<file path="src/common/la_pkg.sv">
// shared widths, bus/stream structs and register map of the logic analyzer
// streams carry a valid strobe only, consumers take every beat
// bus offsets are byte addresses, only ADR_W low bits are decoded

package la_pkg;

  // widths
  localparam int unsigned SMP_W = 8;
  localparam int unsigned CNT_W = 31;
  localparam int unsigned DEC_W = 17;
  localparam int unsigned ADR_W = 7;

  typedef logic [SMP_W-1:0] smp_t;
  typedef logic [CNT_W-1:0] cnt_t;
  typedef logic [DEC_W-1:0] dec_t;
  typedef logic [32-1:0]    word_t;
  typedef logic [ADR_W-1:0] adr_t;

  // register map
  localparam adr_t REG_CTL  = 7'h00;
  localparam adr_t REG_TEN  = 7'h04;
  localparam adr_t REG_PRE  = 7'h10;
  localparam adr_t REG_PST  = 7'h14;
  localparam adr_t REG_SPRE = 7'h18;
  localparam adr_t REG_SPST = 7'h1c;
  localparam adr_t REG_CMSK = 7'h20;
  localparam adr_t REG_CVAL = 7'h24;
  localparam adr_t REG_EPOS = 7'h28;
  localparam adr_t REG_ENEG = 7'h2c;
  localparam adr_t REG_DEC  = 7'h30;
  localparam adr_t REG_MSK  = 7'h40;
  localparam adr_t REG_POL  = 7'h44;

  // control events, bit 0 is rst up to bit 3 swt (matches REG_CTL write bits)
  typedef struct packed {
    logic swt;
    logic stp;
    logic str;
    logic rst;
  } evn_t;

  typedef struct packed {
    adr_t  addr;
    word_t wdata;
    logic  wen;
    logic  ren;
  } bus_req_t;

  typedef struct packed {
    word_t rdata;
    logic  ack;
  } bus_rsp_t;

  // stream beats
  typedef struct packed {
    smp_t data;
    logic vld;
  } smp_str_t;

  typedef struct packed {
    smp_t data;
    logic trg;
    logic vld;
  } trg_str_t;

  typedef struct packed {
    smp_t data;
    logic lst;
    logic vld;
  } out_str_t;

  typedef struct packed {
    dec_t dec;
    smp_t msk;
    smp_t pol;
    smp_t cmp_msk;
    smp_t cmp_val;
    smp_t edg_pos;
    smp_t edg_neg;
    logic trg_ena;
    cnt_t pre;
    cnt_t pst;
  } cfg_t;

  typedef enum logic [1:0] {
    ACQ_IDLE = 2'd0,
    ACQ_PRE  = 2'd1,
    ACQ_ARM  = 2'd2,
    ACQ_POST = 2'd3
  } acq_state_t;

  // status, counters saturate and raise their overflow flag
  typedef struct packed {
    acq_state_t state;
    cnt_t       pre;
    logic       pro;
    cnt_t       pst;
    logic       pso;
  } sts_t;

endpackage

</file>
<file path="src/acq/la_acq.sv">
// acquisition FSM, pre-trigger count, arm, trigger, post-trigger count
// samples are forwarded from the cycle after str until the record ends
// a sample in the same cycle as stp or rst is dropped and no lst is given
// pre status counts samples before the trigger sample and pst those after it

`timescale 1ns/1ns

module la_acq import la_pkg::*; (
  input  logic     bus,
  input  logic     rst,
  input  evn_t     evn,
  input  cfg_t     cfg,
  input  trg_str_t sti,
  output out_str_t sto,
  output sts_t     sts
);

  acq_state_t state;

  // status counters and pre overflow flag
  cnt_t pre_cnt;
  cnt_t pst_cnt;
  logic pre_ovf;

  // software trigger waiting for the next sample
  logic swp;

  logic fwd;
  logic trig;
  logic last;
  cnt_t pre_nxt;
  cnt_t pst_nxt;

  assign pre_nxt = pre_cnt + cnt_t'(1);
  assign pst_nxt = pst_cnt + cnt_t'(1);

  always_comb begin
    // forward any sample inside a record unless stopping now
    fwd  = sti.vld && (state != ACQ_IDLE) && !(evn.stp || evn.rst);
    // hw trigger needs trg_ena and sw trigger takes the next sample
    trig = fwd && (state == ACQ_ARM) && ((sti.trg && cfg.trg_ena) || swp);
    last = (trig && (cfg.pst == '0))
        || (fwd && (state == ACQ_POST) && (pst_nxt == cfg.pst));
  end

  ////////////////////////////////////////////////////////////////////////////
  // state machine
  ////////////////////////////////////////////////////////////////////////////

  always_ff @(posedge bus) begin
    if (rst || evn.rst) begin
      state   <= ACQ_IDLE;
      swp     <= 1'b0;
      pre_cnt <= '0;
      pst_cnt <= '0;
      pre_ovf <= 1'b0;
    end else if (evn.stp) begin
      // abort while the counters keep their values for readback
      state <= ACQ_IDLE;
      swp   <= 1'b0;
    end else begin
      case (state)
        ACQ_IDLE: begin
          if (evn.str) begin
            state   <= (cfg.pre == '0) ? ACQ_ARM : ACQ_PRE;
            pre_cnt <= '0;
            pst_cnt <= '0;
            pre_ovf <= 1'b0;
          end
        end
        ACQ_PRE: begin
          // pre_cnt stays below cfg.pre here so no saturation
          if (fwd) begin
            pre_cnt <= pre_nxt;
            if (pre_nxt == cfg.pre) begin
              state <= ACQ_ARM;
            end
          end
        end
        ACQ_ARM: begin
          if (trig) begin
            swp   <= 1'b0;
            state <= (cfg.pst == '0) ? ACQ_IDLE : ACQ_POST;
          end else begin
            if (evn.swt) begin
              swp <= 1'b1;
            end
            // waiting samples still count as pre-trigger
            if (fwd) begin
              if (pre_cnt == '1) begin
                pre_ovf <= 1'b1;
              end else begin
                pre_cnt <= pre_nxt;
              end
            end
          end
        end
        ACQ_POST: begin
          // post count ends at cfg.pst and never reaches all ones
          if (fwd) begin
            pst_cnt <= pst_nxt;
            if (pst_nxt == cfg.pst) begin
              state <= ACQ_IDLE;
            end
          end
        end
        default: state <= ACQ_IDLE;
      endcase
    end
  end

  // registered output beat
  always_ff @(posedge bus) begin
    sto.data <= sti.data;
    if (rst) begin
      sto.vld <= 1'b0;
      sto.lst <= 1'b0;
    end else begin
      sto.vld <= fwd;
      sto.lst <= last;
    end
  end

  // post overflow flag stays clear
  assign sts = '{state: state, pre: pre_cnt, pro: pre_ovf, pst: pst_cnt, pso: 1'b0};

endmodule

</file>
<file path="src/hdl/la.sv">
// logic analyzer top, register bank plus decimator, trigger and acquisition
// sti to sto latency is 3 cycles for a forwarded sample
// no back-pressure, the consumer must take every sto beat

`timescale 1ns/1ns

module la import la_pkg::*; (
  input  logic     bus,
  input  logic     rst,
  input  bus_req_t bus_req,
  output bus_rsp_t bus_rsp,
  input  smp_str_t sti,
  output out_str_t sto,
  output logic     irq
);

  cfg_t     cfg;
  evn_t     evn;
  sts_t     sts;

  // decimated and conditioned stream
  smp_str_t std;
  // conditioned stream with trigger flag
  trg_str_t stt;

  ////////////////////////////////////////////////////////////////////////////
  // register bank
  ////////////////////////////////////////////////////////////////////////////

  la_regs regs (
    .bus     (bus),
    .rst     (rst),
    .bus_req (bus_req),
    .bus_rsp (bus_rsp),
    .sts     (sts),
    .lst     (sto.lst),
    .cfg     (cfg),
    .evn     (evn),
    .irq     (irq)
  );

  ////////////////////////////////////////////////////////////////////////////
  // stream path
  ////////////////////////////////////////////////////////////////////////////

  la_dec dec (
    .bus (bus),
    .rst (rst),
    .evn (evn),
    .cfg (cfg),
    .sti (sti),
    .sto (std)
  );

  la_trigger trigger (
    .bus (bus),
    .rst (rst),
    .evn (evn),
    .cfg (cfg),
    .sti (std),
    .sto (stt)
  );

  la_acq acq (
    .bus (bus),
    .rst (rst),
    .evn (evn),
    .cfg (cfg),
    .sti (stt),
    .sto (sto),
    .sts (sts)
  );

endmodule

</file>
<file path="src/hdl/la_dec.sv">
// decimator with bitwise mask and polarity
// first valid sample after reset or rst event passes, then one in dec+1
// output beat is registered, one cycle latency

`timescale 1ns/1ns

module la_dec import la_pkg::*; (
  input  logic     bus,
  input  logic     rst,
  input  evn_t     evn,
  input  cfg_t     cfg,
  input  smp_str_t sti,
  output smp_str_t sto
);

  // samples still to skip before the next pass
  dec_t cnt;
  logic pass;

  assign pass = sti.vld && (cnt == '0);

  always_ff @(posedge bus) begin
    // data only loaded on a passed sample
    if (pass) begin
      sto.data <= (sti.data & cfg.msk) ^ cfg.pol;
    end
    if (rst || evn.rst) begin
      cnt     <= '0;
      sto.vld <= 1'b0;
    end else begin
      sto.vld <= pass;
      if (sti.vld) begin
        // reload on pass, otherwise count down
        if (pass) begin
          cnt <= cfg.dec;
        end else begin
          cnt <= cnt - 1'b1;
        end
      end
    end
  end

endmodule

</file>
<file path="src/hdl/la_regs.sv">
// register bank of the logic analyzer
// ack follows wen or ren by one cycle, read data is valid in the ack cycle
// REG_CTL writes are not stored, they only produce one-cycle events
// unmapped addresses read as zero

`timescale 1ns/1ns

module la_regs import la_pkg::*; (
  input  logic     bus,
  input  logic     rst,
  input  bus_req_t bus_req,
  output bus_rsp_t bus_rsp,
  input  sts_t     sts,
  input  logic     lst,
  output cfg_t     cfg,
  output evn_t     evn,
  output logic     irq
);

  ////////////////////////////////////////////////////////////////////////////
  // write side
  ////////////////////////////////////////////////////////////////////////////

  // configuration registers, all clear on reset
  always_ff @(posedge bus) begin
    if (rst) begin
      cfg <= '0;
    end else if (bus_req.wen) begin
      case (bus_req.addr)
        REG_TEN:  cfg.trg_ena <= bus_req.wdata[0];
        REG_PRE:  cfg.pre     <= bus_req.wdata[CNT_W-1:0];
        REG_PST:  cfg.pst     <= bus_req.wdata[CNT_W-1:0];
        REG_CMSK: cfg.cmp_msk <= bus_req.wdata[SMP_W-1:0];
        REG_CVAL: cfg.cmp_val <= bus_req.wdata[SMP_W-1:0];
        REG_EPOS: cfg.edg_pos <= bus_req.wdata[SMP_W-1:0];
        REG_ENEG: cfg.edg_neg <= bus_req.wdata[SMP_W-1:0];
        REG_DEC:  cfg.dec     <= bus_req.wdata[DEC_W-1:0];
        REG_MSK:  cfg.msk     <= bus_req.wdata[SMP_W-1:0];
        REG_POL:  cfg.pol     <= bus_req.wdata[SMP_W-1:0];
        default: ;
      endcase
    end
  end

  // control write -> event pulse in the next cycle
  always_ff @(posedge bus) begin
    if (rst) begin
      evn <= '0;
    end else if (bus_req.wen && (bus_req.addr == REG_CTL)) begin
      evn <= evn_t'(bus_req.wdata[3:0]);
    end else begin
      evn <= '0;
    end
  end

  ////////////////////////////////////////////////////////////////////////////
  // read side
  ////////////////////////////////////////////////////////////////////////////

  word_t rd_mux;

  always_comb begin
    case (bus_req.addr)
      // control reads back the acquisition state
      REG_CTL:  rd_mux = word_t'(sts.state);
      REG_TEN:  rd_mux = word_t'(cfg.trg_ena);
      REG_PRE:  rd_mux = word_t'(cfg.pre);
      REG_PST:  rd_mux = word_t'(cfg.pst);
      // status counters, overflow in bit 31
      REG_SPRE: rd_mux = {sts.pro, sts.pre};
      REG_SPST: rd_mux = {sts.pso, sts.pst};
      REG_CMSK: rd_mux = word_t'(cfg.cmp_msk);
      REG_CVAL: rd_mux = word_t'(cfg.cmp_val);
      REG_EPOS: rd_mux = word_t'(cfg.edg_pos);
      REG_ENEG: rd_mux = word_t'(cfg.edg_neg);
      REG_DEC:  rd_mux = word_t'(cfg.dec);
      REG_MSK:  rd_mux = word_t'(cfg.msk);
      REG_POL:  rd_mux = word_t'(cfg.pol);
      default:  rd_mux = '0;
    endcase
  end

  // read data captured every cycle, only meaningful with ack
  always_ff @(posedge bus) begin
    bus_rsp.rdata <= rd_mux;
    if (rst) begin
      bus_rsp.ack <= 1'b0;
    end else begin
      bus_rsp.ack <= bus_req.wen | bus_req.ren;
    end
  end

  // interrupt one cycle after the last beat of a record
  always_ff @(posedge bus) begin
    if (rst) begin
      irq <= 1'b0;
    end else begin
      irq <= lst;
    end
  end

endmodule

</file>
<file path="src/hdl/la_trigger.sv">
// trigger detection on the conditioned stream
// trg = pattern match AND edge hit, edge hit is true when both edge masks are 0
// previous sample starts at zero after reset or rst event

`timescale 1ns/1ns

module la_trigger import la_pkg::*; (
  input  logic     bus,
  input  logic     rst,
  input  evn_t     evn,
  input  cfg_t     cfg,
  input  smp_str_t sti,
  output trg_str_t sto
);

  smp_t prv;
  logic cmp;
  logic edg_hit;

  // masked compare
  assign cmp = ((sti.data ^ cfg.cmp_val) & cfg.cmp_msk) == '0;

  // rising bits in edg_pos, falling bits in edg_neg
  assign edg_hit = |(cfg.edg_pos &  sti.data & ~prv)
                 | |(cfg.edg_neg & ~sti.data &  prv)
                 | ~|{cfg.edg_pos, cfg.edg_neg};

  // previous valid sample
  always_ff @(posedge bus) begin
    if (rst || evn.rst) begin
      prv <= '0;
    end else if (sti.vld) begin
      prv <= sti.data;
    end
  end

  // registered beat with trigger flag
  always_ff @(posedge bus) begin
    sto.data <= sti.data;
    sto.trg  <= cmp & edg_hit;
    if (rst) begin
      sto.vld <= 1'b0;
    end else begin
      sto.vld <= sti.vld;
    end
  end

endmodule

</file>
<file path="config.mk">
export PLATFORM = sky130hd
export DESIGN_NAME = la
export DESIGN_NICKNAME = d
export VERILOG_FILES = /design/src/common/la_pkg.sv /design/src/acq/la_acq.sv /design/src/hdl/la.sv /design/src/hdl/la_dec.sv /design/src/hdl/la_regs.sv /design/src/hdl/la_trigger.sv
export SDC_FILE = /design/constraint.sdc
export NUM_CORES = 1
export LEC_CHECK = 0
export BUFFER_PORTS_ARGS = -buffer_cell sky130_fd_sc_hd__buf_2
export CORE_AREA = 10 10 171 173
export CTS_CLUSTER_DIAMETER = 40
export DETAILED_ROUTE_END_ITERATION = 8
export DIE_AREA = 0 0 181 183
export PLACE_DENSITY = 0.85
export SETUP_SLACK_MARGIN = 0.4
export SLEW_MARGIN = 20
export SYNTH_ARGS = -nofsm -noshare
export SYNTH_HDL_FRONTEND = slang
export SYNTH_HIERARCHICAL = 1
export SYNTH_SLANG_ARGS = --single-unit
</file>
<file path="constraint.sdc">
create_clock -name bus -period 3.59 [get_ports bus]
set_input_delay 0.359 -clock bus [delete_from_list [all_inputs] [get_ports bus]]
set_output_delay 0.359 -clock bus [all_outputs]
set_load 0.01 [all_outputs]
</file>
# Word-level counts from Yosys, hierarchy flattened
# Cells that the tools add are included.
# word_totals
reg_bits	286
in_bits	52
out_inout_bits	44
wordCells	152
# op_classes
addsub	3
n_eq_ne	28
mux	26
n_bitwise	16
reduce_logical	47
# ops
operator	count
case mux 32 bit (13 select lines)	1
two-way mux 31 bit	6
case mux 31 bit (3 select lines)	1
adder 31 x 1 -> 31 bit, second input constant	2
equality test 31 bit	2
zero test 31 bit	2
case mux 31 bit (2 select lines)	1
AND 8 bit	6
equality test 7 x 6 -> 1 bit, second input constant	5
equality test 31 bit, second input constant	1
equality test 7 x 5 -> 1 bit, second input constant	4
AND reduction 2 bit	11
zero test 17 bit	1
two-way mux 17 bit	1
subtractor 17 x 1 -> 17 bit, second input constant	1
two-way mux 2 bit	8
NOT 8 bit	2
OR reduction 16 bit	1
OR reduction 8 bit	2
XOR 8 bit	2
equality test 7 bit, second input constant	2
AND reduction 6 bit	2
logical AND 1 bit	10
inequality test 2 x 1 -> 1 bit, second input constant	5
other kinds (20)	41

# Depth between registers and ports, before layout
# Gate-level depths: netlist of run 1.
# logic_depth
ltp_word	7
mapped_depth	12
depth_no_buf	11

# By module
# The synthesis of run 1 kept the hierarchy.
# modules_own_cells
mod	n_inst	cells_per_inst	area_each_um2	seq_area_each_um2
la_regs	1	791	6964.2	3323.2
la_acq	1	802	5863.1	1521.5
la_dec	1	166	1549.0	600.6
la_trigger	1	81	793.3	360.3

# Worst setup path after synthesis of run 1
# Ideal clock, no wire load.
# synth_timing
kind	reg2reg
start	register acq.pre_cnt[2]
end	register acq.state[1]
setup_time_ns	0.116
arrival_ns	3.041
required_time_ns	3.474
setup_slack_ns	0.433
path_stages_with_launch	12
n_path_buf	2
synth_period_minus_slack_ns	3.157
cell_sequence	dfxtp_1 > buf_2 > and4_1 > buf_6 > nand3_4 > or3_2 > xnor2_1 > a2111oi_0 > nand4_1 > o41a_1 > or4_1 > o211a_1
# synth_between
elab_chain_cells	4
# synth_lines
item	line_no	source
from (decl)	la_acq.sv:21	cnt_t pre_cnt;
from (signal assigned)	la_acq.sv:74	pre_cnt <= pre_nxt;
from (signal assigned)	la_acq.sv:93	pre_cnt <= pre_nxt;
adder 31 x 1 -> 31 bit	la_acq.sv:34	assign pre_nxt = pre_cnt + cnt_t'(1);
equality test 31 bit	la_acq.sv:75	if (pre_nxt == cfg.pre) begin
inequality test 2 x 1 -> 1 bit (no source line)	-	
AND reduction 6 bit (no source line)	-	
to (signal assigned)	la_acq.sv:65	state <= (cfg.pre == '0) ? ACQ_ARM : ACQ_PRE;
to (signal assigned)	la_acq.sv:83	state <= (cfg.pst == '0) ? ACQ_IDLE : ACQ_POST;
to (decl)	la_acq.sv:18	acq_state_t state;
# No other way between the ends.
# A chain may end at the register's enable or synchronous reset.

# Worst setup path in the final report of run 1
# layout_timing
start	register acq.pre_cnt[6]
end	register acq.state[1]
# Same word-level chain as after synthesis.

==> impl_metrics.py, run 1 <==
metrics = {
    "outcome": {
        "outcome": "completed",
    },
    "detailed_routing": {
        "total_number_of_vias": 15332,
        "drcViolationCount": 0,
        "drt_pass_1_iters": 6,
        "drt-initial-drc-count": 2126,
        "route.final.wire_length_um": 52700,
        "wl_per_cell_um": 22.9,
        "vias_per_cell": 6.67,
        "ant_nets": 0,
    },
    "yosys": {
        "post_synth_instance_area_um2": 15200,
        "synth-seq-cells": 286,
        "post_synth_inst_count": 1840,
        "synthArstFlopShare": 0,
        "synth.distinct_cells": 102,
        "syn-mean-instance-area_um2": 8.24,
        "synth-edff-count": 8,
        "synth_sequential_area_ratio": 0.383,
        "yosys_warning_total": 6,
        "synth_fp_nets": 1900,
        "yosys_most_used_dff": "dfxtp_1",
    },
    "global_routing": {
        "via_count_of_the_first_global_routing_pass": 14540,
        "grt_resource_usage_total": 0.298,
        "antenna_found_initial": 3,
        "grt_start_max_net_pins": 80,
        "globalRoute.totalOverflow": 0,
        "grt_pass1_wl_um": 81200,
    },
    "critical_path": {
        "timing.critical_path.required_ns": 4.02,
        "timing.critical_path.to_type": "flip-flop",
        "cp.arrival_ns": 3.60,
        "critPathKind": "reg -> reg",
        "worstPathMaxFanout": 6,
        "worstSetupStartpointType": "flip-flop",
    },
    "clocking": {
        "clk_root_buffer_cell": "clkbuf_16",
        "worstSkewPairLatency_ns": 0.57,
        "cts_buffers": 41,
        "clock_tree_from_tritoncts": "yes",
        "cts.sink_count": 286,
        "htreeDepth": 2,
        "cts.reportedPaths.clkPinSlew_ns": 0.06,
        "ctsLongestPathBuffers": 3,
    },
    "sta": {
        "finalClockSkew_ns": 0.0302,
        "fin_tns_setup_ns": 0,
        "fmaxAchievable_ghz": 0.315,
        "worstMarginPinSlew_ns": 0.874,
        "layout_worst_path_cycle_share": 0.883,
        "final-hold-violation-count": 0,
        "grt_setup_unrepaired": "no",
        "final_setup_viols": 0,
        "timing.final.max_slew_violations": 0,
        "setup_ws_ns": 0.420,
        "finalWorstPathRequiredPeriod_ns": 3.17,
        "relSlewSlack": 0.417,
    },
    "floorplan": {
        "io_pins": 96,
        "die_x_um": 181,
        "floorplan.core_area_um2": 25800,
        "placementRows": 59,
        "initial_utilization": 0.589,
        "dieArea_um2": 33100,
        "dieHeight_um": 183,
    },
    "cells_and_area": {
        "final_core_utilization": 0.689,
        "nets": 1990,
        "syn_to_final_growth_pct": 17.1,
        "drive_above_1_share": 0.192,
        "postLayoutCellArea_um2": 17800,
    },
    "place": {
        "dpl.hpwl_um": 36000,
        "weighted_congestion_reported_at_the_end_of_routability_driven_placement": 0.971,
        "placed_area_um2": 16000,
        "preCtsSetupSlack_ns": 0.232,
        "place.port_buffers": 94,
    },
    "power_and_ir_drop": {
        "totalPowerFinal_mw": 8.74,
        "pwr_density_cell_nw_per_um2": 492,
        "leakagePower_nw": 6.60,
        "vdd_drop_max_v": 0.000571,
    },
    "min_path": {
        "timing.hold.worst.class": "in -> reg",
    },
    "job": {
        "drv.max_cap_violation_count": 0,
    },
}
-- sequential cells by signal, indices dropped and copies added, names as in the netlist --
name,count
acq/sto,10
acq/state,2
regs/irq,1
dec/sto,9
trigger/prv,8
regs/evn,4
regs/cfg,128
trigger/sto,10
acq/pre_ovf,1
acq/pre_cnt,31
dec/cnt,17
acq/pst_cnt,31
acq/swp,1
regs/bus_rsp,33
-- Yosys cell counts, drive strengths merged, types with 4 or more instances --
cell type	count	share of area
a311oi	9	0.0052
xor2	29	0.017
nand4	44	0.019
o22ai	6	0.0025
nand2	283	0.070
o21a	5	0.0025
o2bb2ai	5	0.0029
dfxtp	278	0.37
a221oi	12	0.0069
and4	15	0.0087
ha	8	0.0066
o311ai	6	0.0035
or2	6	0.0025
a21o	7	0.0035
nor2b	12	0.0049
o31ai	6	0.0030
mux2	10	0.0074
a21oi	172	0.057
and2	10	0.0044
clkbuf	76	0.019
and3	17	0.0073
nand3b	21	0.010
nor3	48	0.018
nand2b	7	0.0029
o21ai	69	0.023
or4	10	0.0057
edfxtp	8	0.016
nand3	59	0.024
mux2i	66	0.044
xnor2	74	0.043
o211ai	5	0.0025
a2111oi	4	0.0024
or3	11	0.0046
a211oi	8	0.0040
a22o	12	0.0069
buf	68	0.026
nor4b	9	0.0070
a22oi	49	0.025
inv	21	0.0052
a32oi	5	0.0029
nor3b	7	0.0049
nor2	148	0.037
a31oi	19	0.0078
nor4	50	0.025
-- power by group --
part           total [mW]  switching (mW)  leakage [nW]  internal, mW
clock                4.19            1.66         0.695          2.52
combinational        1.11           0.742          3.56         0.367
sequential           3.44           0.144          2.34          3.29
-- placed cells by master, fill, tap and decap left out, drive strengths merged, types with 8 or more instances in the layout --
cell type    n
or3         11
nand3b      21
a221oi      12
nand4       44
and2        10
a21oi      172
edfxtp       8
a22oi       49
a211oi       8
inv         31
and4        15
nor3        48
xor2        29
mux2i       66
ha           8
mux2        10
clkbuf      48
clkinv      11
dfxtp      278
nor2b       12
nor2       148
nand2      283
nor4b        9
nand3       59
o21ai       69
and3        17
a31oi       19
nor4        50
buf        191
a311oi       9
xnor2       74
a22o        12
or4         10
-- per-layer routing --
layer / share of wire / wire (um) / vias to the layer above / track usage
met4: 0.059 / 3090 / 2 / 0.146
met3: 0.099 / 5190 / 246 / 0.0620
li1: - / - / 6848 / -
met1: 0.38 / 19900 / 7214 / 0.361
met2: 0.46 / 24400 / 1022 / 0.496
met5: 0.00017 / 9 / - / 0
-- metrics by stage --
stage / hold slack [ns] / cells
global route: 0.0604 / 2298
floorplan: 0.310 / 1840
CTS: 0.0351 / 2286
finish: 0.0269 / 2300
global placement: 0.310 / 2208
detailed placement: 0.313 / 2208
-- worst max-delay path, stage by stage (launching register included) --
cell	delay, ns
dfxtp_2	0.40
nand3_1	0.18
nor4_1	0.51
xnor2_1	0.13
nor3_1	0.20
nand4_1	0.22
a221o_2	0.35
o41a_1	0.46
or4_1	0.44
o211a_1	0.14
-- final timing paths --
path,slack (ns),from,cells after the start,endpoint
worst max-delay path,0.42,acq/pre_cnt[6]$_SDFFE_PP0P_,9,acq/state[1]$_SDFFE_PP0P_
worst min-delay path,0.03,bus_req[0],3,regs/bus_rsp[0]$_SDFF_PP0_
worst max register to register,0.42,acq/pre_cnt[6]$_SDFFE_PP0P_,9,acq/state[1]$_SDFFE_PP0P_
worst min register to register,0.32,trigger/sto[7]$_DFF_P_,0,acq/sto[7]$_DFF_P_
-- cell families (layout without fill, tap and decap cells) --
family / Yosys count / count (layout) / synth area share
flip-flops: 286 / 286 / 0.383
AND/OR/NAND/NOR: 772 / 772 / 0.267
AO/OA/AOI/OAI: 426 / 426 / 0.179
XOR/XNOR: 103 / 103 / 0.0595
adder cells (fa/ha/maj): 8 / 8 / 0.00660
multiplexers: 79 / 79 / 0.0554
other: 1 / 3 / 0.000247
buffers and inverters: 165 / 288 / 0.0501
-- what timing repair did --
action                                  in CTS  in global routing
hold buffers                                 0                  0
resized for setup                           30                 34
endpoints found under the setup margin       6                 24
buffers inserted                             2                 12
gates cloned                                 0                  0
pin swaps                                    4                 12
-- cell type report --
class                           instances  area, um2
Antenna cell                            2       5.00
Clock buffer                           48       1080
Clock inverter                         28        358
Fill cell                            2003       8000
Inverter                               21       78.8
Multi-Input combinational cell       1389       8750
Sequential cell                       286       5840
Tap cell                              335        419
Timing Repair Buffer                  191       1220
Power figures use the tool's default switching activity.
==> run 2, diff against run 1 <==
ABC_AREA = 1   (was not set)
CORE_AREA = 10 10 172 174   (was 10 10 171 173)
DIE_AREA = 0 0 182 184   (was 0 0 181 183)
==> run 2 against run 1 <==
Net effect: clock skew fell by 0.0093 ns; flip-flop and latch count did not move; combinational power rose by 7%; via count rose by 8.0%; synthesized area rose by 2.4%; clock power rose by 2%; worst setup slack improved by 0.34 ns; maximum frequency rose by 12%; critical path type unchanged.
==> impl_metrics.py, run 2 <==
metrics = {
    "yosys": {
        "yosys.cell_count.top_type": "nand2_1",
        "synth.cells.most_frequent": "nand2_1 (765), nor2_1 (347), dfxtp_1 (278)",
        "yosys_warning_total": 6,
        "synthArstFlopShare": 0,
        "synth.top_cells.by_area": "dfxtp_1 (36%), nand2_1 (18%), nor2_1 (8.4%), nand3_1 (6.3%), inv_1 (5.6%)",
        "synth_sequential_area_ratio": 0.374,
        "synth.distinct_cells": 49,
        "synth-seq-cells": 286,
        "post_synth_inst_count": 2434,
        "syn-mean-instance-area_um2": 6.38,
        "synth.largest_area_cell": "dfxtp_1",
        "synth.top_cell.area_share": 0.358,
        "yosys_most_used_dff": "dfxtp_1",
        "post_synth_instance_area_um2": 15500,
        "synth-edff-count": 8,
        "synth_fp_nets": 2494,
    },
    "critical_path": {
        "cp-startpoint": "acq/pre_cnt[0]$_SDFFE_PP0P_",
        "timing.critical_path.required_ns": 3.98,
        "critPathKind": "reg -> reg",
        "worstPathMaxFanout": 25,
        "r2r-start": "acq/pre_cnt[0]$_SDFFE_PP0P_",
        "worstSetupStartpointType": "flip-flop",
        "timing.critical_path.to_type": "flip-flop",
        "cp.arrival_ns": 3.22,
    },
    "power_and_ir_drop": {
        "power.sequential.fraction": 0.385,
        "leakagePower_nw": 7.38,
        "p_sw_mw": 2.53,
        "pwr_density_cell_nw_per_um2": 505,
        "share_clk_of_total_power": 0.481,
        "power_frac_comb": 0.134,
        "vdd_drop_max_v": 0.000509,
        "totalPowerFinal_mw": 8.92,
        "switching_share": 0.284,
        "p_int_mw": 6.39,
    },
    "clocking": {
        "clock_tree_from_tritoncts": "yes",
        "worstSkewPairLatency_ns": 0.55,
        "postCtsResizedCells": 0,
        "cts.hold.buffers_added": 0,
        "htreeDepth": 2,
        "cts.sink_count": 286,
        "cts_buffers": 42,
        "clk_root_buffer_cell": "clkbuf_16",
        "setup_fix_bufs_post_cts": 0,
        "cts.reportedPaths.clkPinSlew_ns": 0.06,
        "ctsLongestPathBuffers": 3,
    },
    "cells_and_area": {
        "n_antenna_cell": 0,
        "most-common-layout-cells": "nand2_1 (764), nor2_1 (345), dfxtp_1 (278)",
        "nets": 2568,
        "drive_above_1_share": 0.101,
        "layout_commonest_cell": "nand2_1",
        "most_flops_register": "regs/cfg",
        "final-seq-area_um2": 5810,
        "largest_register_ffs": 128,
        "multi_input_area_um2": 8420,
        "postLayoutCellArea_um2": 17600,
        "syn_to_final_growth_pct": 13.6,
        "fillerInstances": 2199,
        "largestRegisters": "regs/cfg: 128 flops, regs/bus_rsp: 33 flops",
    },
    "sta": {
        "final_setup_viols": 0,
        "relSlewSlack": 0.439,
        "finalWorstPathRequiredPeriod_ns": 2.83,
        "fmaxAchievable_ghz": 0.354,
        "grt_setup_unrepaired": "no",
        "finalClockSkew_ns": 0.0209,
        "worstMarginPinSlew_ns": 0.839,
        "timing.final.max_slew_violations": 0,
        "final-hold-violation-count": 0,
        "fin_tns_setup_ns": 0,
        "layout_worst_path_cycle_share": 0.788,
    },
    "floorplan": {
        "floorplan.core_area_um2": 25900,
        "dieArea_um2": 33500,
        "placementRows": 59,
        "io_pins": 96,
        "die_x_um": 182,
        "dieHeight_um": 184,
        "initial_utilization": 0.600,
    },
    "place": {
        "weighted_congestion_reported_at_the_end_of_routability_driven_placement": 1.02,
        "dpl.hpwl_um": 36500,
        "place.port_buffers": 94,
        "placed_area_um2": 16200,
    },
    "detailed_routing": {
        "total_number_of_vias": 16554,
        "wl_per_cell_um": 17.5,
        "drt_pass_1_iters": 8,
        "ant_nets": 0,
        "route.final.wire_length_um": 50300,
        "drcViolationCount": 0,
        "drt-initial-drc-count": 2318,
        "vias_per_cell": 5.76,
    },
    "outcome": {
        "outcome": "completed",
    },
    "min_path": {
        "timing.hold.worst.class": "in -> reg",
        "worst_hold_startpoint": "bus_req[0]",
    },
    "global_routing": {
        "globalRoute.totalOverflow": 0,
        "via_count_of_the_first_global_routing_pass": 15181,
        "grt_start_max_net_pins": 46,
        "grt_resource_usage_total": 0.287,
        "grt_pass1_wl_um": 78900,
        "antenna_found_initial": 0,
    },
    "job": {
        "drv.max_cap_violation_count": 0,
    },
}
==> run 2: cell count changes in the layout (fill, tap and decap cells not counted), sizes merged, moves of 66 or more <==
cell and delta:
buf -79, o21ai +77, nor2 +234, nand2 +494, inv +220, mux2i -66
nand3 +144
==> run 2: final timing paths <==
path	depth (start not counted)	slack, ns	to
setup / recovery	12	0.76	acq/pre_cnt[27]$_SDFFE_PP0P_
hold reg to reg	0	0.32	acq/sto[4]$_DFF_P_
setup reg to reg	12	0.76	acq/pre_cnt[27]$_SDFFE_PP0P_
hold / removal	3	0.03	regs/bus_rsp[0]$_SDFF_PP0_
==> run 2: layout make-up <==
class,count,area share
clock buffers,50,0.0618
flip-flops and latches,286,0.329
clock inverters,26,0.0211
multi-input cells,1822,0.477
inverters,244,0.0521
well taps,335,0.0238
repair buffers,112,0.0350
==> run 2: cells by family after synthesis <==
family,count (synthesis),share of synthesized area
AOI/OAI and AO/OA,340,0.118
xor gates and xnor gates,25,0.0179
adders and majority gates,8,0.00644
buffers and inverters,326,0.0851
DFF,286,0.374
other,1,0.000241
and+or+nand+nor,1448,0.399
==> run 2: worst max-delay path, stage by stage, from the launching register on <==
cell and delay (ns):
dfxtp_1 0.44, ha_1 0.26, nand2_2 0.12, nor2_4 0.26, nand2_2 0.14, nor2_4 0.21
nand4_1 0.23, nand2_1 0.17, inv_1 0.07, nand2_2 0.19, inv_2 0.28, a32oi_1 0.25
nor2_1 0.06
==> run 2: per-stage QoR <==
stage,setup slack (ns),utilization,hold slack [ns],std cells
floorplan,1.53,-,0.310,2434
global route,0.624,0.681,0.0518,2875
CTS,0.842,0.681,0.0204,2875
finish,0.762,0.681,0.0310,2875
global placement,0.957,0.625,0.310,2799
detailed placement,0.876,0.625,0.312,2799
==> run 2: power groups by stage <==
stage | Sequential [mW] | Clock (mW) | Combinational (mW)
3_5_place_dp | 3.49 | 0 | 1.16
2_1_floorplan | 3.46 | 0 | 0.874
4_1_cts | 3.43 | 4.32 | 1.18
5_1_grt | 3.45 | 4.46 | 1.34
3_3_place_gp | 3.49 | 0 | 1.13
6_report | 3.43 | 4.29 | 1.19
==> run 2: metal layers <==
layer  share of wire  global-route usage  up-vias  wire [um]
li1                -                   -     7951          -
met5               0                   0        -          0
met4           0.044               0.124        0       2190
met2            0.44               0.451      953      22300
met3            0.12              0.0575      161       5970
met1            0.40               0.377     7489      19900
